===== src/rtl/timePkg.sv =====
/*
  Shared widths, tick constants, status bit positions and types for the
  time-of-day service. Modules import it inside their bodies.
*/
package timePkg;

  // time value layout
  localparam int unsigned timeWidth = 64;
  localparam int unsigned secWidth = 32;
  localparam int unsigned fracWidth = 32;

  // fraction accumulator, top two bits detect the second wrap
  localparam int unsigned accWidth = 50;

  localparam int unsigned tickWidth = 28;
  localparam int unsigned edgeCountWidth = 8;
  localparam int unsigned controlWidth = 3;
  localparam int unsigned statusWidth = 32;

  // reference clock and PPS window
  localparam int unsigned defaultTicksPerSecond = 200000000;
  localparam int unsigned windowDivisor = 1000;
  localparam int unsigned driveDutyPercent = 90;

  // control register fields
  localparam int unsigned ctlOutModeLsb = 0;
  localparam int unsigned ctlDisablePpsBit = 2;

  // status word, edge count in the low byte
  localparam int unsigned statusLostStickyBit = 31;
  localparam int unsigned statusInStickyBit = 29;
  localparam int unsigned statusTimeSetStickyBit = 28;
  localparam int unsigned statusPpsOkBit = 27;
  localparam int unsigned statusPpsLostBit = 26;

  typedef enum logic [1:0] {
    modeDrive,
    modeLoopback,
    modeHalfClock,
    modeOff
  } ppsOutMode_e;

  typedef enum logic {
    searching,
    locked
  } ppsLockState_e;

  typedef struct packed {
    logic [secWidth-1:0] seconds;
    logic [fracWidth-1:0] fraction;
  } timeValue_t;

endpackage

===== src/rtl/ppsStatusIf.sv =====
/*
  PPS detector results. Driven by the input detector, read by the time
  counter, the PPS output and the control/status block.
*/
`timescale 1ns/1ps

interface ppsStatusIf;
  import timePkg::*;

  logic syncLevel;
  logic validEdge;
  logic ppsOk;
  logic ppsLost;
  logic [edgeCountWidth-1:0] edgeCount;
  logic [tickWidth-1:0] ticksPerPps;

  modport source (
    output syncLevel, validEdge, ppsOk, ppsLost, edgeCount, ticksPerPps
  );

  modport sink (
    input syncLevel, validEdge, ppsOk, ppsLost, edgeCount, ticksPerPps
  );

endinterface


===== src/rtl/timeService.sv =====
/*
  Time-of-day service top level. Connects the PPS detector, time counter,
  PPS output and control/status blocks to the host strobes and pins.
*/
`timescale 1ns/1ps

module timeService #(
  parameter int unsigned ticksPerSecond = timePkg::defaultTicksPerSecond
) (
  input logic CLK,
  input logic arstN,
  input logic [timePkg::timeWidth-1:0] timeIn,
  input logic doSetTime,
  input logic doDeltaTime,
  input logic doSetControl,
  input logic doClear,
  input logic ppsSyncIn,
  output logic [timePkg::statusWidth-1:0] statusOut,
  output logic [timePkg::controlWidth-1:0] controlOut,
  output logic [timePkg::tickWidth-1:0] ticksPerPps,
  output logic [timePkg::timeWidth-1:0] timeNow,
  output logic [timePkg::timeWidth-1:0] deltaTime,
  output logic ppsSyncOut
);
  import timePkg::*;

  logic secondStep;

  ppsStatusIf ppsBus ();

  assign ticksPerPps = ppsBus.ticksPerPps;

  ppsInput #(
    .ticksPerSecond(ticksPerSecond)
  ) i_ppsInput (
    .CLK(CLK),
    .arstN(arstN),
    .ppsSyncIn(ppsSyncIn),
    .ppsDisable(controlOut[ctlDisablePpsBit]),
    .pps(ppsBus.source)
  );

  timeCounter #(
    .ticksPerSecond(ticksPerSecond)
  ) i_timeCounter (
    .CLK(CLK),
    .arstN(arstN),
    .timeIn(timeIn),
    .doSetTime(doSetTime),
    .pps(ppsBus.sink),
    .secondStep(secondStep),
    .timeNow(timeNow)
  );

  ppsOutput #(
    .ticksPerSecond(ticksPerSecond)
  ) i_ppsOutput (
    .CLK(CLK),
    .arstN(arstN),
    .outMode(ppsOutMode_e'(controlOut[ctlOutModeLsb +: 2])),
    .secondStep(secondStep),
    .pps(ppsBus.sink),
    .ppsSyncOut(ppsSyncOut)
  );

  timeControl i_timeControl (
    .CLK(CLK),
    .arstN(arstN),
    .timeIn(timeIn),
    .timeNow(timeNow),
    .doSetTime(doSetTime),
    .doDeltaTime(doDeltaTime),
    .doSetControl(doSetControl),
    .doClear(doClear),
    .pps(ppsBus.sink),
    .controlReg(controlOut),
    .deltaTime(deltaTime),
    .statusOut(statusOut)
  );

endmodule


===== src/rtl/timeControl.sv =====
/*
  Control register, sticky status bits and time difference. Packs the
  status word read by the host.
*/
`timescale 1ns/1ps

module timeControl (
  input logic CLK,
  input logic arstN,
  input timePkg::timeValue_t timeIn,
  input timePkg::timeValue_t timeNow,
  input logic doSetTime,
  input logic doDeltaTime,
  input logic doSetControl,
  input logic doClear,
  ppsStatusIf.sink pps,
  output logic [timePkg::controlWidth-1:0] controlReg,
  output timePkg::timeValue_t deltaTime,
  output logic [timePkg::statusWidth-1:0] statusOut
);
  import timePkg::*;

  logic timeSetSticky;
  logic ppsInSticky;
  logic ppsLostSticky;

  always_ff @(posedge CLK or negedge arstN)
  begin
    if (!arstN)
    begin
      controlReg <= '0;
      deltaTime <= '0;
      timeSetSticky <= 1'b0;
      ppsInSticky <= 1'b0;
      ppsLostSticky <= 1'b0;
    end
    else
    begin
      if (doSetControl)
      begin
        controlReg <= timeIn[controlWidth-1:0];
      end
      if (doDeltaTime)
      begin
        deltaTime <= timeNow - timeIn;
      end
      // clear wins over a set in the same cycle
      if (doClear)
      begin
        timeSetSticky <= 1'b0;
        ppsInSticky <= 1'b0;
        ppsLostSticky <= 1'b0;
      end
      else
      begin
        if (doSetTime)
          timeSetSticky <= 1'b1;
        if (pps.ppsOk)
          ppsInSticky <= 1'b1;
        if (pps.ppsLost)
          ppsLostSticky <= 1'b1;
      end
    end
  end

  always_comb
  begin
    statusOut = '0;
    statusOut[statusLostStickyBit] = ppsLostSticky;
    statusOut[statusInStickyBit] = ppsInSticky;
    statusOut[statusTimeSetStickyBit] = timeSetSticky;
    statusOut[statusPpsOkBit] = pps.ppsOk;
    statusOut[statusPpsLostBit] = pps.ppsLost;
    statusOut[edgeCountWidth-1:0] = pps.edgeCount;
  end

endmodule


===== src/rtl/ppsOutput.sv =====
/*
  Outgoing PPS generator. Drives a pulse each second, loops back the
  synchronized input, toggles at half the clock rate or stays low.
*/
`timescale 1ns/1ps

module ppsOutput #(
  parameter int unsigned ticksPerSecond = timePkg::defaultTicksPerSecond
) (
  input logic CLK,
  input logic arstN,
  input timePkg::ppsOutMode_e outMode,
  input logic secondStep,
  ppsStatusIf.sink pps,
  output logic ppsSyncOut
);
  import timePkg::*;

  localparam logic [tickWidth-1:0] driveTicks =
    tickWidth'(64'(ticksPerSecond) * driveDutyPercent / 100);

  logic restart;
  logic [tickWidth-1:0] driveLeft;
  logic driveBit;
  logic halfClock;

  // period starts on the PPS edge when locked, else on the local second
  assign restart = pps.ppsOk ? pps.validEdge : secondStep;

  always_ff @(posedge CLK or negedge arstN)
  begin
    if (!arstN)
    begin
      driveLeft <= '0;
      driveBit <= 1'b0;
      halfClock <= 1'b0;
    end
    else
    begin
      // counts down the high part of the period
      if (restart)
      begin
        driveLeft <= driveTicks;
      end
      else if (driveLeft != '0)
      begin
        driveLeft <= driveLeft - 1'b1;
      end
      driveBit <= (driveLeft != '0);
      halfClock <= !halfClock;
    end
  end

  always_comb
  begin
    case (outMode)
      modeDrive: ppsSyncOut = driveBit;
      modeLoopback: ppsSyncOut = pps.syncLevel;
      modeHalfClock: ppsSyncOut = halfClock;
      default: ppsSyncOut = 1'b0;
    endcase
  end

endmodule


===== src/rtl/timeCounter.sv =====
/*
  Seconds and fraction counter. Free runs from a fixed increment, steps on
  valid PPS edges while locked, and loads on a time set.
*/
`timescale 1ns/1ps

module timeCounter #(
  parameter int unsigned ticksPerSecond = timePkg::defaultTicksPerSecond
) (
  input logic CLK,
  input logic arstN,
  input timePkg::timeValue_t timeIn,
  input logic doSetTime,
  ppsStatusIf.sink pps,
  output logic secondStep,
  output timePkg::timeValue_t timeNow
);
  import timePkg::*;

  // visible fraction sits just below the two wrap bits
  localparam int unsigned fracLsb = accWidth - 2 - fracWidth;
  localparam logic [accWidth-1:0] fracInc =
    accWidth'((64'd1 << (accWidth - 2)) / ticksPerSecond);

  logic [accWidth-1:0] fracAcc;
  logic [1:0] prevWrap;
  logic [secWidth-1:0] secCount;
  logic wrapChange;
  logic ppsStep;

  assign wrapChange = fracAcc[accWidth-1 -: 2] != prevWrap;
  assign ppsStep = pps.ppsOk ? pps.validEdge : wrapChange;
  assign secondStep = ppsStep && !doSetTime;

  always_ff @(posedge CLK or negedge arstN)
  begin
    if (!arstN)
    begin
      fracAcc <= '0;
      prevWrap <= '0;
      secCount <= '0;
      timeNow <= '0;
    end
    else
    begin
      prevWrap <= fracAcc[accWidth-1 -: 2];
      if (doSetTime)
      begin
        // wrap bits kept so the load is not seen as a second
        secCount <= timeIn.seconds;
        fracAcc <= {fracAcc[accWidth-1 -: 2], timeIn.fraction, {fracLsb{1'b0}}};
      end
      else
      begin
        if (ppsStep)
        begin
          secCount <= secCount + 1'b1;
        end
        if (pps.ppsOk && pps.validEdge)
        begin
          fracAcc <= {fracAcc[accWidth-1 -: 2], {(accWidth - 2){1'b0}}};
        end
        else
        begin
          fracAcc <= fracAcc + fracInc;
        end
      end
      timeNow.seconds <= secCount;
      timeNow.fraction <= fracAcc[fracLsb +: fracWidth];
    end
  end

endmodule


===== src/rtl/ppsInput.sv =====
/*
  PPS input detector. Synchronizes the external pulse, checks each rising
  edge against the tolerance window, tracks lock and measures the period.
*/
`timescale 1ns/1ps

module ppsInput #(
  parameter int unsigned ticksPerSecond = timePkg::defaultTicksPerSecond
) (
  input logic CLK,
  input logic arstN,
  input logic ppsSyncIn,
  input logic ppsDisable,
  ppsStatusIf.source pps
);
  import timePkg::*;

  // tolerance never drops below one tick on slow clocks
  localparam int unsigned tolerance =
    (ticksPerSecond / windowDivisor > 0) ? ticksPerSecond / windowDivisor : 1;
  localparam logic [tickWidth-1:0] lowerBound = tickWidth'(ticksPerSecond - tolerance);
  localparam logic [tickWidth-1:0] upperBound = tickWidth'(ticksPerSecond + tolerance);

  logic syncMeta;
  logic syncLevel;
  logic prevLevel;
  logic [tickWidth-1:0] sinceRise;
  logic [tickWidth-1:0] periodReg;
  logic [edgeCountWidth-1:0] edgeCount;
  ppsLockState_e lockState;
  logic validEdge;
  logic ppsLost;
  logic rise;
  logic inWindow;
  logic timeout;

  assign rise = syncLevel && !prevLevel && !ppsDisable;
  assign inWindow = (sinceRise > lowerBound) && (sinceRise < upperBound);
  assign timeout = sinceRise >= upperBound;

  always_ff @(posedge CLK or negedge arstN)
  begin
    if (!arstN)
    begin
      syncMeta <= 1'b0;
      syncLevel <= 1'b0;
      prevLevel <= 1'b0;
      sinceRise <= '0;
      periodReg <= '0;
      edgeCount <= '0;
      lockState <= searching;
      validEdge <= 1'b0;
      ppsLost <= 1'b0;
    end
    else
    begin
      syncMeta <= ppsSyncIn;
      syncLevel <= syncMeta;
      validEdge <= rise && inWindow;
      ppsLost <= 1'b0;
      // detector frozen while disabled
      if (!ppsDisable)
      begin
        prevLevel <= syncLevel;
        if (rise)
        begin
          sinceRise <= tickWidth'(1);
          edgeCount <= edgeCount + 1'b1;
        end
        else if (sinceRise != '1)
        begin
          sinceRise <= sinceRise + 1'b1;
        end
        if (rise && inWindow)
        begin
          periodReg <= sinceRise;
        end
        case (lockState)
          searching:
          begin
            if (rise && inWindow)
            begin
              lockState <= locked;
            end
          end
          locked:
          begin
            // stray edge or missing pulse drops lock
            if ((rise && !inWindow) || timeout)
            begin
              lockState <= searching;
              ppsLost <= 1'b1;
            end
          end
          default: lockState <= searching;
        endcase
      end
    end
  end

  assign pps.syncLevel = syncLevel;
  assign pps.validEdge = validEdge;
  assign pps.ppsOk = (lockState == locked);
  assign pps.ppsLost = ppsLost;
  assign pps.edgeCount = edgeCount;
  assign pps.ticksPerPps = periodReg;

endmodule


===== config.mk =====
export PLATFORM = sky130hd
export DESIGN_NAME = timeService
export DESIGN_NICKNAME = d
export VERILOG_FILES = /design/src/rtl/timePkg.sv /design/src/rtl/ppsStatusIf.sv /design/src/rtl/timeService.sv /design/src/rtl/timeControl.sv /design/src/rtl/ppsOutput.sv /design/src/rtl/timeCounter.sv /design/src/rtl/ppsInput.sv
export SDC_FILE = /design/constraint.sdc
export NUM_CORES = 1
export LEC_CHECK = 0
export BUFFER_PORTS_ARGS = -buffer_cell sky130_fd_sc_hd__buf_4
export CORE_UTILIZATION = 50
export CTS_CLUSTER_SIZE = 28
export DETAILED_ROUTE_END_ITERATION = 16
export PLACE_DENSITY_LB_ADDON = 0.25
export RECOVER_POWER = 50
export SKIP_CTS_REPAIR_TIMING = 1
export SYNTH_ARGS = -nofsm -noshare
export SYNTH_HDL_FRONTEND = slang
export SYNTH_SLANG_ARGS = --single-unit
export TNS_END_PERCENT = 20

===== constraint.sdc =====
create_clock -name CLK -period 3.65 [get_ports CLK]
set_clock_uncertainty 0.1 [all_clocks]
set_input_delay 0.73 -clock CLK [delete_from_list [all_inputs] [get_ports CLK]]
set_output_delay 0.73 -clock CLK [all_outputs]
set_load 0.05 [all_outputs]

; Yosys cells after proc, flatten, opt, wreduce, memory -nomap -nowiden
; Index checks and enable logic that the tools add are counted.
; Widths: inputs -> output; s select.
[word_totals]
regBits = 318
inputBits = 71
out_inout_bits = 192
word_cells = 89
[classes]
addsub = 6
magnitude_cmp = 3
eq_ne = 4
muxes = 23
n_bitwise = 4
reduce_logical = 25
[ops]
columns = operator, n
row1 = $mux 28, 4
row2 = $mux 48, 2
row3 = $mux 32, 2
row4 = $sub 64x64->64, 1
row5 = $add 50x21->50 const B, 1
row6 = $add 32x1->32 const B, 1
row7 = $add 28x1->28 const B, 1
row8 = $ge 28x28->1 const B, 1
row9 = $gt 28x28->1 const B, 1
row10 = $lt 28x28->1 const B, 1
row11 = $ne 28x28->1 const B, 1
row12 = $reduce_bool 28->1, 1
row13 = $sub 28x1->28 const B, 1
row14 = $mux 1, 13
row15 = $reduce_bool 2->1, 6
row16 = $add 8x1->8 const B, 1
row17 = $reduce_and 2->1, 4
row18 = $logic_and 1x1->1, 7
row19 = $logic_not 1->1, 5
row20 = $not 1->1, 4
row21 = $pmux 1 s3, 1
row22 = $eq 2x1->1 const B, 1
row23 = $eq 2x2->1 const B, 1
row24 = $logic_not 2->1, 1
row25 = 3 further kinds, 3

; Depth between registers and ports, before layout
; Gate-level depths: netlist of the first run.
[logic_depth]
depth_word = 8
depth_mapped = 13
ltp_nobuf = 13

; Hierarchy
; A second synthesis of the first run with hierarchy kept.
[hier_totals]
hier_cells = 1975
hier_area_um2 = 18810.5
[by_module_without_submodules]
columns = module, n_inst, cells_per_inst, area_each_um2, seq_area_each_um2
row1 = timeControl, 1, 814, 6915.4, 1751.7
row2 = timeCounter, 1, 651, 6740.2, 3678.5
row3 = ppsInput, 1, 338, 3503.4, 1751.7
row4 = ppsOutput, 1, 172, 1651.6, 750.7

; Least setup slack after synthesis of the first run
; No wires, ideal clock.
[synth_path]
path_type = input to register
startpoint = in timeIn[0] in the netlist's numbering
endpoint = reg, netlist name i_timeControl.deltaTime[58]
setup_time_ns = 0.125
t_arrival_ns = 3.271
required_ns = 3.425
path_slack_ns = 0.154
path_stages = 12
path_buffers = 0
cell_sequence = ha_1 > fa_1 > nand2b_1 > a21oi_1 > o31ai_2 > a31oi_2 > o211ai_2 > o311a_1 > nor2_1 > a31oi_1 > xnor2_1 > mux2_2
[synth_via]
elab_chain_cells = 1
[synth_rtl]
columns = element, line
row1 = start: declaration, timeService.sv:12  ; input logic [timePkg::timeWidth-1:0] timeIn,
row2 = $sub 64x64->64, timeControl.sv:45  ; deltaTime <= timeNow - timeIn;
; No other way between the ends.
; A chain may end at the register's enable or synchronous reset.

; Worst setup path after layout of the first run
[layout_path]
startpoint = reg, netlist name i_timeCounter.timeNow[0]
endpoint = reg, netlist name i_timeControl.deltaTime[52]
[layout_via]
elab_chain_cells = 1
[layout_rtl]
columns = element, line
row1 = $sub 64x64->64, timeControl.sv:45
; No other way between the ends.

==> impl_results.md, run 1 <==
* Status: finished with violations
* Failing checks: capacitance limit, slew limit
* RSZ-0062 raised after global routing: no
* Setup ws final at 0.2007 ns
* Syn. warnings at 0
* Synth unique cells at 76
* Max H-tree Level at 2
* CP bufs+invs at 4
* Rows at 67
* Pin count of the biggest net entering global routing at 106
* IO buf count at 243
* Area occupied by multi-input gates at 0.008567 mm^2
* CP cell instances: inv_1 > ha_1 > fa_1 > nand2b_1 > a21oi_2 > o31ai_2 > buf_4 > a211oi_1 > o21ai_0 > buf_4 > a21oi_1 > nor2_1 > a31oi_2 > buf_4 > a211o_1 > nand3_1
* Routed wire length at 45.27 mm
* Synth Cell Area at 0.01727 mm^2
* Drt pass-1 iters at 5
* Async S/R FF share, synth at 100.0%
* CP Max Fanout at 4
* Hold path cells at 1
* Slew Limit Headroom at -28.74%
* Starting Density at 51.11%
* HP Class: primary input to flip-flop
* Seq/Total Area, Yosys at 45.94%
* Least-Margin Pin Slew at 1.931 ns
* Post-DP Area at 0.01996 mm^2
* Setup crit start kind: flip-flop
* Ys flop type: dfrtp_1
* Layout cell share with drive strength beyond 1 at 24.16%
* Boundary pin count at 263
* Root buf cell: clkbuf_16
* Max Slew Vio Count at 136
* Most frequent CP cell: buf_4
* Critical path type: flip-flop to flip-flop
* Max cap viols at 2
* Total clock sinks at 317
* Fill cell count at 2802
* Clk Latency, worst-skew pair at 0.52 ns
* 1st-iter DRT viols at 1059
* CTS tree: yes
* Critical path arrival at 3.80 ns
* DRC errors left at 0
* Share of the synthesized area in the top cell type at 45.94%
* Die area at 0.03528 mm^2
* Total power at 12.48 mW
* Global Route Usage Sum at 25.79%
* Max Fclk at 0.2899 GHz
* Crit path max-delay cell type: o31ai_2
* Worst Hold Slack at 0.2449 ns
* Yosys reg bits at 317
* Die H at 187.8 um
* Power Dens Cells at 588.7 mW/mm^2
* Final ANT Viol Nets at 0
* Setup-failing EPs final at 0
* Vias at 14247
* Worst R2R Path Depth at 16
* CTS Buffer Depth at 3
* Placer congestion estimate at 0.9204
* CTS buffer count at 37
* CP required at 4.00 ns
* Vias in the first global route at 14198
* Register Area at 0.007933 mm^2
* CORE AREA at 0.03378 mm^2
* Top cells by area, synth: dfrtp_1 (46%), ha_1 (5.1%), xnor2_1 (4.7%)
* Die Wd at 187.8 um
* Design Area, Final at 0.02119 mm^2
* Setup WS pre-CTS at -0.2532 ns
* Slowest stage delay, CP at 0.45 ns
* CP delay by family, top: compound AO/OA/AOI/OAI gates
* Number of synthesized flops with an enable pin at 0
* Final nets at 2218
* Area Overhead vs Synth at 22.73%
* CTS clk-pin slew, worst paths at 0.06 ns
* Average wire per standard cell at 17.74 um
* Setup crit end kind: flip-flop
* Fin. Hold Viols at 0
* Final Cycle Share at 94.50%
* Synthesized netlist cell count at 1785
* Hpwl dp at 33.47 mm
* First-pass GRT wire length at 73.71 mm
* VDD IR max at 398.2 uV
* Overflow after GRT at 0
* Post-Syn Area per Cell at 9.673 um^2
* Initial antenna violation count at 1
* Cell taking the most area after synthesis: dfrtp_1
* P_leak at 9.995 nW
* Worst path depth at 16
* Final Util at 62.73%
* Tmin final at 3.449 ns
* Average vias per placed instance at 5.583
==> kinds of logic (layout without fill, tap and decap cells) <==
group	after synthesis	after routing	synth area share [%]
xor gates and xnor gates	170	170	8.623
and+or+nand+nor	557	557	15.89
other	1	20	0.02172
buffers and inverters	194	494	4.870
adders and majority gates	71	71	5.188
AOI/OAI and AO/OA	400	400	14.57
DFF	317	317	45.94
muxes	75	75	4.891
==> final timing paths <==
check                                                    from                                 endpoint  slack (ns)
min in group asynchronous                               arstN      i_timeCounter.fracAcc[22]$_DFF_PN0_        0.62
max                        i_timeCounter.timeNow[0]$_DFF_PN0_  i_timeControl.deltaTime[52]$_DFFE_PN0P_        0.20
min                                                 ppsSyncIn            i_ppsInput.syncMeta$_DFF_PN0_        0.24
max reg2reg                i_timeCounter.timeNow[0]$_DFF_PN0_  i_timeControl.deltaTime[52]$_DFFE_PN0P_        0.20
max in group asynchronous                               arstN      i_timeCounter.timeNow[47]$_DFF_PN0_        0.73
min reg2reg                     i_ppsInput.syncMeta$_DFF_PN0_       i_ppsInput.pps.syncLevel$_DFF_PN0_        0.25
==> report_power, final <==
group          internal [mW]  switching [mW]
Sequential              4.00           0.450
Combinational           1.47            2.66
Clock                   2.40            1.50
==> synth_stat cells (3+ instances only) <==
master    count
a31oi_1       4
o31ai_1       6
and3_1       27
a211oi_1      6
nand2_1     167
nor4_1       13
nor2b_1      18
mux2i_1       3
a21oi_2       4
a31oi_2       3
a22o_1        7
nand3_1      57
o21ai_1       9
xnor2_1      92
a22oi_1      25
or2_2        10
o21ai_0     115
clkbuf_1     65
or4_1         9
inv_1        96
buf_2         3
buf_4        27
nor3_1       29
a31o_2        6
nand4_1      35
xor2_1       78
nor4_2        4
a221o_1       3
ha_1         70
mux2_2       71
nor2_1      128
o211ai_1      9
nand2b_1     21
o21bai_1     16
a21boi_0      4
nor3b_1       6
or3_1        10
a21oi_1     112
and4_1        6
a21o_1       35
o21a_1       11
dfrtp_1     317
==> metal layers <==
metal	routed length [um]	global-route usage (%)	vias to the layer above
li1	-	-	6770
met3	2464	3.294	87
met5	0	0	-
met1	20140	35.94	6913
met2	21340	41.67	477
met4	1324	8.599	0
==> flip-flops by register name, summed over array words and instances (netlist names), 3 cells and up <==
| name | count |
|---|---|
| i_ppsOutput.driveLeft | 28 |
| i_ppsInput.sinceRise | 28 |
| i_timeCounter.secCount | 32 |
| i_timeControl.controlReg | 3 |
| i_timeCounter.fracAcc | 49 |
| i_timeCounter.timeNow | 64 |
| i_ppsInput.pps.ticksPerPps | 28 |
| i_timeControl.deltaTime | 64 |
| i_ppsInput.pps.edgeCount | 8 |
==> stage by stage <==
stage	TNS (ns)	std cells
final	0	2552
after global routing	0	2552
after CTS	0	2551
after detailed placement	-2.893	2485
after global placement	-1.629	2485
after floorplan	0	1803
==> final cells by class <==
| type | instances | share of cell area, % |
|---|---|---|
| inverters | 96 | 1.700 |
| clock inverters | 22 | 1.340 |
| clock buffers | 44 | 4.729 |
| diodes | 1 | 0.01181 |
| repair buffers | 332 | 11.71 |
| well taps | 448 | 2.645 |
| flip-flops and latches | 317 | 37.43 |
| multi-input cells | 1292 | 40.43 |
==> cell usage in the layout, fill, tap and decap left out, types with 13 or more instances in the layout <==
cell	netlist	layout
a21oi_1	112	111
nor4_1	13	13
nor2b_1	18	18
nand2_1	167	167
xnor2_1	92	92
o21bai_1	16	16
nand3_1	57	57
ha_1	70	70
and3_1	27	27
o21ai_0	115	115
a22oi_1	25	25
nand2b_1	21	21
dfrtp_1	317	317
xor2_1	78	78
nand4_1	35	35
nor3_1	29	29
mux2_2	71	71
inv_1	96	96
nor2_1	128	127
buf_4	27	321
a21o_1	35	35
conb_1	1	19
clkbuf_16	0	37
(Power assumes the default switching activity.)
==> run 2: changes to the inputs <==
--- a/config.mk
+++ b/config.mk
@@ -9,7 +9,8 @@
 export CORE_UTILIZATION = 50
 export CTS_CLUSTER_SIZE = 28
 export DETAILED_ROUTE_END_ITERATION = 16
-export PLACE_DENSITY_LB_ADDON = 0.25
+export GPL_TIMING_DRIVEN = 0
+export PLACE_DENSITY = 0.74
 export RECOVER_POWER = 50
 export SKIP_CTS_REPAIR_TIMING = 1
 export SYNTH_ARGS = -nofsm -noshare
==> constraint.sdc (replaced) <==
create_clock -name CLK -period 3.65 [get_ports CLK]
set_clock_uncertainty 0.1 [all_clocks]
set_input_delay 0.73 -clock CLK [delete_from_list [all_inputs] [get_ports CLK]]
set_output_delay 0.73 -clock CLK [all_outputs]
set_load 0.02 [all_outputs]
==> run 2 against run 1 <==
  * The flow still finishes with violations (capacitance limit, slew limit)
  * Global-route usage shrank 0.17 points
  * Via count is 0.11% lower
  * Critical path depth shrank 3
  * Sequential cell count unchanged
  * Sequential power about the same
==> impl_results.md, run 2 (synthesized netlist as in run 1, its figures left out) <==
* Status: finished with violations
* Failing checks: capacitance limit, slew limit
* Die Wd at 187.8 um
* Largest regs: i_timeControl.deltaTime: 64 flops, i_timeCounter.timeNow: 64 flops, i_timeCounter.fracAcc: 49 flops
* CTS buffer count at 36
* Rows at 67
* 1st-iter DRT viols at 1000
* Root buf cell: clkbuf_16
* Die H at 187.8 um
* Vias at 14232
* Routed wire length at 45.44 mm
* CP Max Fanout at 4
* Post-Place Cells at 2496
* Setup WS pre-CTS at -0.6048 ns
* Final ANT Viol Nets at 0
* Worst Setup SP: i_timeCounter.timeNow[0]$_DFF_PN0_
* Boundary pin count at 263
* Worst Hold Launch: ppsSyncIn
* Power Dens Cells at 535.0 mW/mm^2
* CORE AREA at 0.03378 mm^2
* CP bufs+invs at 1
* VDD IR max at 361.8 uV
* CP required at 3.95 ns
* CP cell instances: inv_1 > ha_1 > fa_1 > nand2b_1 > a21oi_4 > o31ai_4 > a31oi_4 > o211ai_2 > o311a_4 > nor2_4 > a31oi_2 > xnor2_1 > mux2_2
* CP delay by family, top: compound AO/OA/AOI/OAI gates
* Clk Latency, worst-skew pair at 0.52 ns
* Drt pass-1 iters at 5
* Placer congestion estimate at 0.9304
* Final std cells w/o fill at 2561
* HP Class: primary input to flip-flop
* Worst r2r src: i_timeCounter.timeNow[0]$_DFF_PN0_
* IO buf count at 243
* Final Cycle Share at 96.72%
* Total power at 11.08 mW
* Crit path max-delay cell type: o311a_4
* Max H-tree Level at 2
* Critical path type: flip-flop to flip-flop
* CTS Buffer Depth at 3
* Overflow after GRT at 0
* Starting Density at 51.11%
* Setup crit end kind: flip-flop
* Most common cell after layout, fill and taps aside: dfrtp_1
* Most frequent cells in the layout: dfrtp_1 (317), clkbuf_1 (178), nand2_1 (167)
* Final Util at 61.28%
* Pin count of the biggest net entering global routing at 124
* Final nets at 2228
* Setup-failing EPs final at 0
* RSZ-0062 raised after global routing: yes
* CTS tree: yes
* Design Area, Final at 0.02070 mm^2
* Layout cell share with drive strength beyond 1 at 16.71%
* Critical path arrival at 3.83 ns
* Initial antenna violation count at 1
* Setup ws final at 0.1198 ns
* Die area at 0.03528 mm^2
* Worst Hold Slack at 0.2466 ns
* Max Slew Vio Count at 95
* Total clock sinks at 317
* Tmin final at 3.530 ns
* Average wire per standard cell at 17.74 um
* First-pass GRT wire length at 72.44 mm
* P_leak at 9.433 nW
* Slew Limit Headroom at -60.26%
* Fin. Hold Viols at 0
* Setup crit start kind: flip-flop
* Hpwl dp at 34.28 mm
* Least-Margin Pin Slew at 2.404 ns
* Area Overhead vs Synth at 19.91%
* Post-DP Area at 0.01978 mm^2
* Max cap viols at 1
* Average vias per placed instance at 5.557
* Vias in the first global route at 13664
* CTS clk-pin slew, worst paths at 0.06 ns
* Setup TNS at 0 ns
* Slowest stage delay, CP at 0.45 ns
* DRC errors left at 0
* Global Route Usage Sum at 25.62%
* Max Fclk at 0.2833 GHz
-- run 2: power by group --
group,leakage (nW),total [mW],switching [mW],internal [mW]
Sequential,3.91,4.43,0.432,4.00
Clock,0.604,3.73,1.44,2.29
Combinational,4.92,2.91,1.78,1.14
Total,9.43,11.1,3.65,7.43
-- run 2: path summary, 6_finish.rpt --
path	end	slack, ns	cells past startpoint
setup / recovery	i_timeControl.deltaTime[58]$_DFFE_PN0P_	0.12	13
max in group asynchronous	i_timeCounter.secCount[14]$_DFFE_PN0P_	0.74	3
setup reg to reg	i_timeControl.deltaTime[58]$_DFFE_PN0P_	0.12	13
hold reg to reg	i_ppsInput.pps.syncLevel$_DFF_PN0_	0.27	0
hold / removal	i_ppsInput.syncMeta$_DFF_PN0_	0.25	1
min in group asynchronous	i_ppsOutput.driveLeft[3]$_DFFE_PN0P_	0.81	1
-- run 2: metal layers --
layer	up-vias	GRT usage, %	share of wire [%]
met5	-	0	0
met3	87	3.650	6.1
met4	0	9.193	3.1
met2	495	40.91	46
li1	6798	-	-
met1	6852	35.60	44
-- run 2: layout make-up --
cell class	count	area (um^2)
clock inverter	13	178.9
antenna	1	2.502
timing repair buffer	245	1479
fill	2977	13080
inverter	96	360.3
sequential	317	7933
clock buffer	51	1049
multi-input combinational	1292	8661
tap	448	560.5
buffer	98	480.5
-- run 2: worst reg2reg max path, delay by kind of cell, from the launching register on --
kind                     cells  cell delay, ns
AO/OA/AOI/OAI                6            1.43
adder cells (fa/ha/maj)      2            0.60
flip-flops                   1            0.41
AND/OR/NAND/NOR              2            0.39
multiplexers                 1            0.27
XOR/XNOR                     1            0.16
buffers and inverters        1            0.06
==> run 3: changes to the inputs <==
--- a/config.mk
+++ b/config.mk
@@ -10,7 +10,7 @@
 export CTS_CLUSTER_SIZE = 28
 export DETAILED_ROUTE_END_ITERATION = 16
 export GPL_TIMING_DRIVEN = 0
-export PLACE_DENSITY = 0.74
+export PLACE_DENSITY_LB_ADDON = 0.05
 export RECOVER_POWER = 50
 export SKIP_CTS_REPAIR_TIMING = 1
 export SYNTH_ARGS = -nofsm -noshare
==> run 3 against run 2 <==
  * The run still ends with capacitance limit, slew limit left
  * Die area did not move
  * Via count fell by 0.61%
  * Sequential cell count did not move
  * First-iteration DRC count fell by 11%
  * Clock power rose by 2%
  * Register-to-register slack got worse by 0.02 ns
  * Cell area fell by 0.15%
  * Highest routed layer unchanged
  * Power rose by 0.61%
  * Wire length rose by 2.1%
==> impl_results.md, run 3 (synthesized netlist as in run 1, its figures left out) <==
* Crit path max-delay cell type: or4b_4
* RSZ-0062 raised after global routing: no
* Setup crit start kind: flip-flop
* Rows at 67
* Final ANT Viol Nets at 0
* Vias at 14145
* Status: finished with violations
* Least-Margin Pin Slew at 2.105 ns
* Most frequent cells in the layout: dfrtp_1 (317), clkbuf_1 (202), nand2_1 (167)
* Setup WS pre-CTS at -0.6277 ns
* CP delay by family, top: compound AO/OA/AOI/OAI gates
* Max cap viols at 1
* Setup ws final at 0.1032 ns
* Clk Latency, worst-skew pair at 0.54 ns
* Critical path type: flip-flop to flip-flop
* Initial antenna violation count at 2
* Worst Hold Slack at 0.2130 ns
* Largest regs: i_timeControl.deltaTime: 64 flops, i_timeCounter.timeNow: 64 flops, i_timeCounter.fracAcc: 49 flops
* Average vias per placed instance at 5.512
* 1st-iter DRT viols at 886
* Max H-tree Level at 2
* Die area at 0.03528 mm^2
* Critical path arrival at 3.87 ns
* CTS tree: yes
* Max Slew Vio Count at 81
* Average wire per standard cell at 18.08 um
* Final std cells w/o fill at 2566
* DRC errors left at 0
* Hpwl dp at 35.11 mm
* Drt pass-1 iters at 7
* Power Dens Cells at 539.1 mW/mm^2
* CP cell instances: ha_1 > buf_6 > a21oi_4 > o211ai_1 > a21boi_2 > or4b_4 > a21oi_2 > o21ai_2 > a31o_1 > a221o_1 > xor2_1 > mux2_4
* CORE AREA at 0.03378 mm^2
* Final Cycle Share at 97.17%
* Max Fclk at 0.2819 GHz
* CP bufs+invs at 1
* Failing checks: capacitance limit, slew limit
* Setup TNS at 0 ns
* Placer congestion estimate at 0.9228
* CTS Buffer Depth at 3
* HP Class: primary input to flip-flop
* Boundary pin count at 263
* Root buf cell: clkbuf_16
* Slew Limit Headroom at -40.32%
* Pin count of the biggest net entering global routing at 125
* Slowest stage delay, CP at 0.51 ns
* CP required at 3.97 ns
* Setup crit end kind: flip-flop
* VDD IR max at 410.4 uV
* Setup-failing EPs final at 0
* Layout cell share with drive strength beyond 1 at 15.69%
* Die Wd at 187.8 um
* Overflow after GRT at 0
* Total clock sinks at 317
* Routed wire length at 46.39 mm
* CP Max Fanout at 7
* Fin. Hold Viols at 0
* Final nets at 2230
* Total power at 11.14 mW
* Most common cell after layout, fill and taps aside: dfrtp_1
* Tmin final at 3.547 ns
* Area Overhead vs Synth at 19.72%
* IO buf count at 243
* Starting Density at 51.11%
* Die H at 187.8 um
* Post-Place Cells at 2496
* CTS buffer count at 36
* Vias in the first global route at 13528
* First-pass GRT wire length at 73.39 mm
* Global Route Usage Sum at 26.31%
* CTS clk-pin slew, worst paths at 0.06 ns
* P_leak at 9.361 nW
run 3: final cells by class:
| type | instances | area, um^2 |
|---|---|---|
| Fill cell | 3007 | 13110 |
| Multi-Input combinational cell | 1292 | 8673 |
| Sequential cell | 317 | 7933 |
| Timing Repair Buffer | 247 | 1408 |
| Clock buffer | 53 | 1055 |
| Tap cell | 448 | 560.5 |
| Buffer | 98 | 480.5 |
| Inverter | 96 | 360.3 |
| Clock inverter | 13 | 197.7 |
| Antenna cell | 2 | 5.005 |
run 3: per-layer routing:
layer,part of all wire [%],global-route usage [%]
met5,0,0
met4,2.7,7.786
met3,5.7,4.061
met2,44,40.38
met1,48,38.42
run 3: path summary, 6_finish.rpt:
check	from	to	slack, ns	cells after the start
setup / recovery	i_timeCounter.timeNow[10]$_DFF_PN0_	i_timeControl.deltaTime[59]$_DFFE_PN0P_	0.10	12
hold / removal	ppsSyncIn	i_ppsInput.syncMeta$_DFF_PN0_	0.21	1
setup reg to reg	i_timeCounter.timeNow[10]$_DFF_PN0_	i_timeControl.deltaTime[59]$_DFFE_PN0P_	0.10	12
hold reg to reg	i_ppsInput.syncMeta$_DFF_PN0_	i_ppsInput.pps.syncLevel$_DFF_PN0_	0.26	0
max in group asynchronous	arstN	i_ppsInput.sinceRise[3]$_DFFE_PN0P_	0.81	3
min in group asynchronous	arstN	i_timeControl.deltaTime[18]$_DFFE_PN0P_	0.67	1
run 3: metrics by stage:
step                      instance area (um^2)  utilization (%)
after floorplan                          17330                -
after global placement                   19720            58.37
after detailed placement                 19780            58.55
after CTS                                21030            62.26
after global routing                     20670            61.18
final                                    20670            61.19
run 3: worst register-to-register path, stage by stage, from the launching register on:
cell and delay (ns):
dfrtp_1 0.38, ha_1 0.29, buf_6 0.14, a21oi_4 0.18, o211ai_1 0.14, a21boi_2 0.24
or4b_4 0.51, a21oi_2 0.20, o21ai_2 0.15, a31o_1 0.29, a221o_1 0.37, xor2_1 0.17
mux2_4 0.27
run 3: power breakdown:
group          internal [mW]  switching [mW]  leakage, nW
Combinational           1.12            1.81         4.83
Clock                   2.31            1.49        0.615
Sequential              4.00           0.425         3.91
Total                   7.42            3.72         9.36
